[src/cnn_pkg.sv]
// Sizes, derived widths, Wishbone register map and line-buffer state type for the 3x3 conv layer
package cnn_pkg;

    // Frame geometry
    localparam int IMG_WIDTH = 8;
    localparam int IMG_HEIGHT = 8;
    localparam int KERNEL_SIZE = 3;

    // Number formats
    localparam int VALUE_BITS = 8;
    localparam int WEIGHT_BITS = 8;
    localparam int WEIGHT_Q_SHIFT = 6;
    localparam int NUM_WEIGHTS = KERNEL_SIZE * KERNEL_SIZE;

    // Averaging kernel, 64 / 9 truncates to 7
    localparam int WEIGHT_RESET = (1 << WEIGHT_Q_SHIFT) / NUM_WEIGHTS;

    // Sum of the nine shifted products, only the low byte leaves the MAC
    localparam int ACC_BITS = 12;
    localparam int PROD_BITS = VALUE_BITS + WEIGHT_BITS;

    // Flat vectors between the stages, element k at bits k*8 upward
    localparam int WIN_BITS = NUM_WEIGHTS * VALUE_BITS;
    localparam int WEIGHTS_BITS = NUM_WEIGHTS * WEIGHT_BITS;

    // Position counters in the line buffer
    localparam int COL_BITS = $clog2(IMG_WIDTH);
    localparam int ROW_BITS = $clog2(IMG_HEIGHT);

    // Wishbone classic weight port
    localparam int WB_ADDR_BITS = 4;
    localparam int WB_DATA_BITS = 32;

    // Register map: weight row*3+col at word address row*3+col
    localparam int WB_ADDR_WEIGHT_FIRST = 0;
    localparam int WB_ADDR_WEIGHT_LAST = NUM_WEIGHTS - 1;

    // Line buffer modes
    typedef enum logic {
        // Rows 0 and 1 arriving, no complete window yet
        LB_FILL,
        // Row 2 onward, windows leave once the column reaches 2
        LB_RUN
    } lb_state_e;

endpackage

[src/cnn_weight_regs.sv]
// Wishbone classic slave holding the nine kernel weights with read-back
`timescale 1ns/1ps

module cnn_weight_regs (
    input  logic                              clock_i,
    input  logic                              reset_i,
    input  logic                              wb_cyc_i,
    input  logic                              wb_stb_i,
    input  logic                              wb_we_i,
    input  logic [cnn_pkg::WB_ADDR_BITS-1:0]  wb_adr_i,
    input  logic [cnn_pkg::WB_DATA_BITS-1:0]  wb_dat_i,
    output logic [cnn_pkg::WB_DATA_BITS-1:0]  wb_dat_o,
    output logic                              wb_ack_o,
    output logic [cnn_pkg::WEIGHTS_BITS-1:0]  weights_o
);
    import cnn_pkg::*;

    logic [WEIGHT_BITS-1:0] weight_q [NUM_WEIGHTS];
    logic                   req;
    logic                   hit;

    // New request only while ack is low, so each access gets one ack cycle
    assign req = wb_cyc_i && wb_stb_i && !wb_ack_o;
    // Weights start at word 0, so only the upper bound decodes
    assign hit = (wb_adr_i <= WB_ADDR_BITS'(WB_ADDR_WEIGHT_LAST));

    always_ff @(posedge clock_i) begin
        if (reset_i) begin
            wb_ack_o <= 1'b0;
            for (int k = 0; k < NUM_WEIGHTS; k++) begin
                weight_q[k] <= WEIGHT_BITS'(WEIGHT_RESET);
            end
        end else begin
            wb_ack_o <= req;
            // Write lands on the ack edge, unmapped addresses are ignored
            if (req && wb_we_i && hit) begin
                weight_q[wb_adr_i] <= wb_dat_i[WEIGHT_BITS-1:0];
            end
        end
    end

    // Read data captured with the ack, upper bits and holes read zero
    always_ff @(posedge clock_i) begin
        if (req) begin
            if (hit) begin
                wb_dat_o <= WB_DATA_BITS'(weight_q[wb_adr_i]);
            end else begin
                wb_dat_o <= '0;
            end
        end
    end

    always_comb begin
        for (int k = 0; k < NUM_WEIGHTS; k++) begin
            weights_o[k*WEIGHT_BITS +: WEIGHT_BITS] = weight_q[k];
        end
    end

endmodule

[src/cnn_line_buffer.sv]
// Pixel intake, two row memories and the 3x3 window register with row/column counters
`timescale 1ns/1ps

module cnn_line_buffer (
    input  logic                            clock_i,
    input  logic                            reset_i,
    input  logic [cnn_pkg::VALUE_BITS-1:0]  pix_data_i,
    input  logic                            pix_valid_i,
    input  logic                            advance_i,
    output logic [cnn_pkg::WIN_BITS-1:0]    win_o,
    output logic                            win_valid_o,
    output logic                            win_last_o
);
    import cnn_pkg::*;

    // Rows r-2 and r-1 at every column, indexed by the current column
    logic [VALUE_BITS-1:0] top_mem [IMG_WIDTH];
    logic [VALUE_BITS-1:0] mid_mem [IMG_WIDTH];

    // Window, [row][col] with col 2 the newest column
    logic [VALUE_BITS-1:0] win_q [KERNEL_SIZE][KERNEL_SIZE];
    logic [VALUE_BITS-1:0] new_col [KERNEL_SIZE];

    lb_state_e           state_q;
    logic [COL_BITS-1:0] col_q;
    logic [ROW_BITS-1:0] row_q;
    logic                accept;
    logic                row_end;
    logic                frame_end;
    logic                win_complete;

    assign accept = pix_valid_i && advance_i;
    assign row_end = (col_q == COL_BITS'(IMG_WIDTH - 1));
    assign frame_end = row_end && (row_q == ROW_BITS'(IMG_HEIGHT - 1));
    assign win_complete = (state_q == LB_RUN) && (col_q >= COL_BITS'(KERNEL_SIZE - 1));

    // Column entering the window, oldest row on top
    assign new_col[0] = top_mem[col_q];
    assign new_col[1] = mid_mem[col_q];
    assign new_col[2] = pix_data_i;

    always_ff @(posedge clock_i) begin
        if (reset_i) begin
            state_q <= LB_FILL;
            col_q <= '0;
            row_q <= '0;
            win_valid_o <= 1'b0;
            win_last_o <= 1'b0;
        end else if (advance_i) begin
            // Cycles without a pixel push a bubble down the pipeline
            win_valid_o <= accept && win_complete;
            win_last_o <= accept && frame_end;
            if (accept) begin
                if (frame_end) begin
                    col_q <= '0;
                    row_q <= '0;
                    state_q <= LB_FILL;
                end else if (row_end) begin
                    col_q <= '0;
                    row_q <= row_q + 1'b1;
                    // Row 1 done, from row 2 on the memories hold full context
                    if (row_q == ROW_BITS'(KERNEL_SIZE - 2)) begin
                        state_q <= LB_RUN;
                    end
                end else begin
                    col_q <= col_q + 1'b1;
                end
            end
        end
    end

    always_ff @(posedge clock_i) begin
        if (accept) begin
            top_mem[col_q] <= mid_mem[col_q];
            mid_mem[col_q] <= pix_data_i;
            for (int i = 0; i < KERNEL_SIZE; i++) begin
                for (int j = 0; j < KERNEL_SIZE - 1; j++) begin
                    win_q[i][j] <= win_q[i][j+1];
                end
                win_q[i][KERNEL_SIZE-1] <= new_col[i];
            end
        end
    end

    // Pixel row*3+col goes to the same slot as its weight
    always_comb begin
        for (int i = 0; i < KERNEL_SIZE; i++) begin
            for (int j = 0; j < KERNEL_SIZE; j++) begin
                win_o[(i*KERNEL_SIZE + j)*VALUE_BITS +: VALUE_BITS] = win_q[i][j];
            end
        end
    end

endmodule

[src/cnn_conv_kernel.sv]
// Registered fixed-point multiply-accumulate over one 3x3 window
`timescale 1ns/1ps

module cnn_conv_kernel (
    input  logic                              clock_i,
    input  logic                              reset_i,
    input  logic [cnn_pkg::WIN_BITS-1:0]      win_i,
    input  logic                              win_valid_i,
    input  logic                              win_last_i,
    input  logic [cnn_pkg::WEIGHTS_BITS-1:0]  weights_i,
    input  logic                              advance_i,
    output logic [cnn_pkg::VALUE_BITS-1:0]    conv_data_o,
    output logic                              conv_valid_o,
    output logic                              conv_last_o
);
    import cnn_pkg::*;

    logic [PROD_BITS-1:0] prod;
    logic [ACC_BITS-1:0]  acc;

    // Each product drops its fraction bits before it joins the sum
    always_comb begin
        acc = '0;
        for (int k = 0; k < NUM_WEIGHTS; k++) begin
            prod = PROD_BITS'(win_i[k*VALUE_BITS +: VALUE_BITS])
                 * PROD_BITS'(weights_i[k*WEIGHT_BITS +: WEIGHT_BITS]);
            acc = acc + ACC_BITS'(prod >> WEIGHT_Q_SHIFT);
        end
    end

    always_ff @(posedge clock_i) begin
        if (reset_i) begin
            conv_valid_o <= 1'b0;
            conv_last_o <= 1'b0;
        end else if (advance_i) begin
            conv_valid_o <= win_valid_i;
            conv_last_o <= win_last_i;
        end
    end

    // Result wraps to the low byte
    always_ff @(posedge clock_i) begin
        if (advance_i) begin
            conv_data_o <= acc[VALUE_BITS-1:0];
        end
    end

endmodule

[src/cnn_result_stream.sv]
// Output register for the result stream with valid, last and stall handling
`timescale 1ns/1ps

module cnn_result_stream (
    input  logic                            clock_i,
    input  logic                            reset_i,
    input  logic [cnn_pkg::VALUE_BITS-1:0]  conv_data_i,
    input  logic                            conv_valid_i,
    input  logic                            conv_last_i,
    input  logic                            res_stall_i,
    output logic [cnn_pkg::VALUE_BITS-1:0]  res_data_o,
    output logic                            res_valid_o,
    output logic                            res_last_o,
    output logic                            advance_o
);

    // Pipeline moves when the output slot is free or being taken this cycle
    assign advance_o = !res_valid_o || !res_stall_i;

    always_ff @(posedge clock_i) begin
        if (reset_i) begin
            res_valid_o <= 1'b0;
            res_last_o <= 1'b0;
        end else if (advance_o) begin
            // Bubbles load too and simply leave valid low
            res_valid_o <= conv_valid_i;
            res_last_o <= conv_last_i;
        end
    end

    // Held while stalled so the sink sees stable data
    always_ff @(posedge clock_i) begin
        if (advance_o) begin
            res_data_o <= conv_data_i;
        end
    end

endmodule

[src/cnn_layer_top.sv]
// Top level of the conv layer: weight registers, line buffer, MAC and result stage
`timescale 1ns/1ps

module cnn_layer_top (
    input  logic                              clock_i,
    input  logic                              reset_i,
    // Pixel stream
    input  logic [cnn_pkg::VALUE_BITS-1:0]    pix_data_i,
    input  logic                              pix_valid_i,
    output logic                              pix_stall_o,
    // Result stream
    output logic [cnn_pkg::VALUE_BITS-1:0]    res_data_o,
    output logic                              res_valid_o,
    output logic                              res_last_o,
    input  logic                              res_stall_i,
    // Weight port
    input  logic                              wb_cyc_i,
    input  logic                              wb_stb_i,
    input  logic                              wb_we_i,
    input  logic [cnn_pkg::WB_ADDR_BITS-1:0]  wb_adr_i,
    input  logic [cnn_pkg::WB_DATA_BITS-1:0]  wb_dat_i,
    output logic [cnn_pkg::WB_DATA_BITS-1:0]  wb_dat_o,
    output logic                              wb_ack_o
);
    import cnn_pkg::*;

    logic [WEIGHTS_BITS-1:0] weights;
    logic [WIN_BITS-1:0]     win;
    logic                    win_valid;
    logic                    win_last;
    logic [VALUE_BITS-1:0]   conv_data;
    logic                    conv_valid;
    logic                    conv_last;
    logic                    advance;

    // One advance for every stage, the source stalls with the rest
    assign pix_stall_o = !advance;

    cnn_weight_regs weight_regs0 (
        .clock_i(clock_i), .reset_i(reset_i),
        .wb_cyc_i(wb_cyc_i), .wb_stb_i(wb_stb_i), .wb_we_i(wb_we_i),
        .wb_adr_i(wb_adr_i), .wb_dat_i(wb_dat_i),
        .wb_dat_o(wb_dat_o), .wb_ack_o(wb_ack_o),
        .weights_o(weights)
    );

    // Decode: window formation
    cnn_line_buffer line_buffer0 (
        .clock_i(clock_i), .reset_i(reset_i),
        .pix_data_i(pix_data_i), .pix_valid_i(pix_valid_i), .advance_i(advance),
        .win_o(win), .win_valid_o(win_valid), .win_last_o(win_last)
    );

    // Execute: MAC
    cnn_conv_kernel conv_kernel0 (
        .clock_i(clock_i), .reset_i(reset_i),
        .win_i(win), .win_valid_i(win_valid), .win_last_i(win_last),
        .weights_i(weights), .advance_i(advance),
        .conv_data_o(conv_data), .conv_valid_o(conv_valid), .conv_last_o(conv_last)
    );

    // Result: output register and back-pressure
    cnn_result_stream result_stream0 (
        .clock_i(clock_i), .reset_i(reset_i),
        .conv_data_i(conv_data), .conv_valid_i(conv_valid), .conv_last_i(conv_last),
        .res_stall_i(res_stall_i),
        .res_data_o(res_data_o), .res_valid_o(res_valid_o), .res_last_o(res_last_o),
        .advance_o(advance)
    );

endmodule

[config.mk]
export PLATFORM = sky130hd
export DESIGN_NAME = cnn_layer_top
export DESIGN_NICKNAME = d
export VERILOG_FILES = /design/src/cnn_pkg.sv /design/src/cnn_weight_regs.sv /design/src/cnn_line_buffer.sv /design/src/cnn_conv_kernel.sv /design/src/cnn_result_stream.sv /design/src/cnn_layer_top.sv
export SDC_FILE = /design/constraint.sdc
export NUM_CORES = 1
export LEC_CHECK = 0
export ABC_CLOCK_PERIOD_IN_PS = 7700
export BUFFER_PORTS_ARGS = -buffer_cell sky130_fd_sc_hd__buf_2
export CAP_MARGIN = 20
export CORE_MARGIN = 3
export CORE_UTILIZATION = 40
export DETAILED_ROUTE_END_ITERATION = 10
export SLEW_MARGIN = 10
export SYNTH_ARGS = -nofsm -noshare
export SYNTH_HDL_FRONTEND = slang
export SYNTH_SLANG_ARGS = --single-unit
[constraint.sdc]
create_clock -name clock_i -period 7.7 [get_ports clock_i]
set_input_delay 0.77 -clock clock_i [delete_from_list [all_inputs] [get_ports clock_i]]
set_output_delay 0.77 -clock clock_i [all_outputs]
set_load 0.02 [all_outputs]
==> flow_metrics.py <==
metrics = {
    "worst_hold_path": {
        "min_path_type": "register to register",
    },
    "logic_synthesis": {
        "ys_warn_count": 0,
        "ys_ff_latch": 313,
        "ys_seq_area_share_pct": 32.0,
        "synth-edff-count": 296,
        "syn-instance-count": 2575,
        "synthArstFlopShare_pct": 0,
        "avgSynthCellArea_um2": 11.2,
        "synth_area_mm2": 0.0289,
        "synthFlopType": "edfxtp_1",
        "yosysUniqueCellTypes": 63,
    },
    "grt": {
        "gr-total-overflow": 0,
        "antenna_found_initial": 6,
        "grt_pass1_wl_um": 115000,
        "grt_usage_pct": 19.9,
        "grt_max_degree": 41,
        "grt_pass1_vias": 20700,
    },
    "setup_path": {
        "crit_buf_inv": 7,
        "critical-path-top-delay-family": "adder cells",
        "slowest_delay_ns": 0.55,
        "cp_slowest_cell": "fa_1",
        "worst-path-max-fanout": 5,
        "required_ns": 7.99,
        "cp.arrival_ns": 8.57,
        "crit_path_end_kind": "register",
        "worstSetupPathType": "register to register",
        "start_kind": "register",
    },
    "routing": {
        "dr.pass1.iters": 6,
        "drt-total-wl_um": 73800,
        "drt_iter0_markers": 1195,
        "post-route-drc-count": 0,
        "drtAntennaViolNets": 0,
        "viasPerCell": 4.96,
        "routedWlPerCell_um": 18.7,
        "route.vias.total": 19600,
    },
    "sta": {
        "fin_ws_ns": -0.579,
        "drv_slew": 0,
        "fmax_ghz": 0.121,
        "slew_headroom_pct": 30.6,
        "period_share_pct": 108,
        "period_needed_ns": 8.28,
        "setup_viol": 1,
        "hold_viol_final": 0,
        "max_slew.worst_pin.slew_ns": 1.03,
        "fin_skew_ns": 0.0514,
        "rsz0062_at_grt": "true",
    },
    "layout": {
        "fillers": 6319,
        "drive_gt1_share_pct": 19.2,
        "nets": 3635,
        "final_common_cell": "inv_1",
        "area_delta_synth_final_pct": 18.4,
        "final_cell_mix": "inv_1, buf_4, fa_1",
        "final_area_mm2": 0.0342,
    },
    "floorplan": {
        "die_x_um": 275,
        "die-area_mm2": 0.0755,
        "io_pins": 95,
        "core_area_mm2": 0.0708,
        "die_h_um": 275,
        "floorplan.rows": 97,
        "start_util_pct": 40.8,
    },
    "place": {
        "place_hpwl_um": 59000,
        "place_ws_ns": -0.597,
        "io_buffer_count": 46,
        "placed_area_mm2": 0.0329,
        "place_congestion": 0.903,
    },
    "clock_network": {
        "clkTransAtPathRegs_ns": 0.06,
        "cts_root_buf": "clkbuf_16",
        "clock_path_buffers": 3,
        "postCtsHoldBufs": 0,
        "cts_tree": "yes",
        "clk_latency_ns": 0.59,
        "cts_htree_levels": 2,
        "cts_sinks": 313,
        "cts_inserted_buffers": 36,
    },
    "flow_run": {
        "max-cap-violations": 0,
    },
    "outcome": {
        "failed_checks": "setup timing",
        "status": "complete, but fails checks",
    },
}
## per-layer routing
metal,track usage (%),part of all wire [%]
met5,0,0
met4,5.98,3.0
met3,2.49,6.1
met2,33.2,47
met1,27.1,43
## final timing paths
path / startpoint / endpoint / slack, ns / depth (start not counted)
max: weight_regs0.weight_q[7][2]$_SDFFCE_PN1P_ / conv_kernel0.conv_data_o[7]$_DFFE_PN_ / -0.58 / 33
min: conv_kernel0.conv_data_o[1]$_DFFE_PN_ / result_stream0.res_data_o[1]$_DFFE_PN_ / 0.42 / 0
max reg2reg: weight_regs0.weight_q[7][2]$_SDFFCE_PN1P_ / conv_kernel0.conv_data_o[7]$_DFFE_PN_ / -0.58 / 33
min reg2reg: conv_kernel0.conv_data_o[1]$_DFFE_PN_ / result_stream0.res_data_o[1]$_DFFE_PN_ / 0.42 / 0
## per-stage QoR
step	hold WS (ns)	TNS, ns	cells	util, %
global route	0.424	-0.902	3951	48.3
finish	0.418	-0.579	3955	48.3
detailed placement	0.408	-0.597	3881	46.5
CTS	0.422	-0.616	3946	48.2
global placement	0.409	-0.533	3881	46.5
floorplan	0.400	-0.0503	2598	-
## state kept, by name, summed over array words and instances (netlist names), 3 cells and up, named ones only
| register | count |
|---|---|
| conv_kernel0.conv_data_o | 8 |
| line_buffer0.col_q | 3 |
| line_buffer0.mid_mem | 64 |
| line_buffer0.row_q | 3 |
| line_buffer0.top_mem | 64 |
| line_buffer0.win_q | 72 |
| result_stream0.res_data_o | 8 |
| weight_regs0.wb_dat_o | 8 |
| weight_regs0.weight_q | 72 |
## kinds of logic (layout without fill, tap and decap cells)
| family | Yosys count | after routing | synth area share, % |
|---|---|---|---|
| simple gates | 805 | 805 | 14.4 |
| fa+ha+maj | 599 | 599 | 35.1 |
| buf+inv | 557 | 970 | 7.56 |
| flops | 313 | 313 | 32.0 |
| xor+xnor | 120 | 120 | 3.81 |
| compound gates | 116 | 116 | 2.83 |
| mux | 64 | 64 | 4.38 |
| other cells | 1 | 28 | 0.0130 |
## synthesized netlist by cell type, drive strengths merged (3+ instances only)
library cell / instances / area (um2)
nor3: 33 / 165
or3: 19 / 119
a22oi: 8 / 60.1
and2: 334 / 2090
or2: 14 / 87.6
nor4: 5 / 31.3
fa: 351 / 7030
ha: 248 / 3100
a21oi: 38 / 194
nand2: 281 / 1050
a31o: 4 / 35.0
nand2b: 14 / 87.6
nand3: 6 / 30.0
o22ai: 8 / 50.1
xor2: 44 / 385
nor2: 64 / 240
dfxtp: 17 / 340
a31oi: 4 / 31.3
nand4b: 4 / 35.0
o21a: 12 / 97.6
a21o: 7 / 52.6
nor2b: 11 / 68.8
o41ai: 6 / 71.3
mux2: 16 / 180
and4b: 3 / 30.0
inv: 494 / 1850
buf: 33 / 216
clkbuf: 30 / 113
mux4: 48 / 1080
nor3b: 4 / 30.0
nand4: 6 / 37.5
o21ai: 14 / 73.8
xnor2: 73 / 647
edfxtp: 296 / 8890
and3: 6 / 37.5
o21bai: 3 / 22.5
o31a: 3 / 26.3
## final cells by class
type	instances	area, um2	area share (%)
diodes	4	10.0	0.0293
clock buffers	48	966	2.82
clock inverters	16	243	0.710
inverters	494	1860	5.43
multi-input cells	1728	17700	51.9
flip-flops and latches	313	9230	27.0
well taps	940	1180	3.44
repair buffers	412	2980	8.70
## repair_timing
action	4_1_cts	5_1_grt
gates resized for setup	2	4
buffers inserted	1	5
endpoints found under the setup margin	1	2
cloned	0	0
pin swaps	1	0
Power is left out: the tool's default activity adds up to more than one toggle a clock period on the data nets, which glitch-free logic cannot reach.
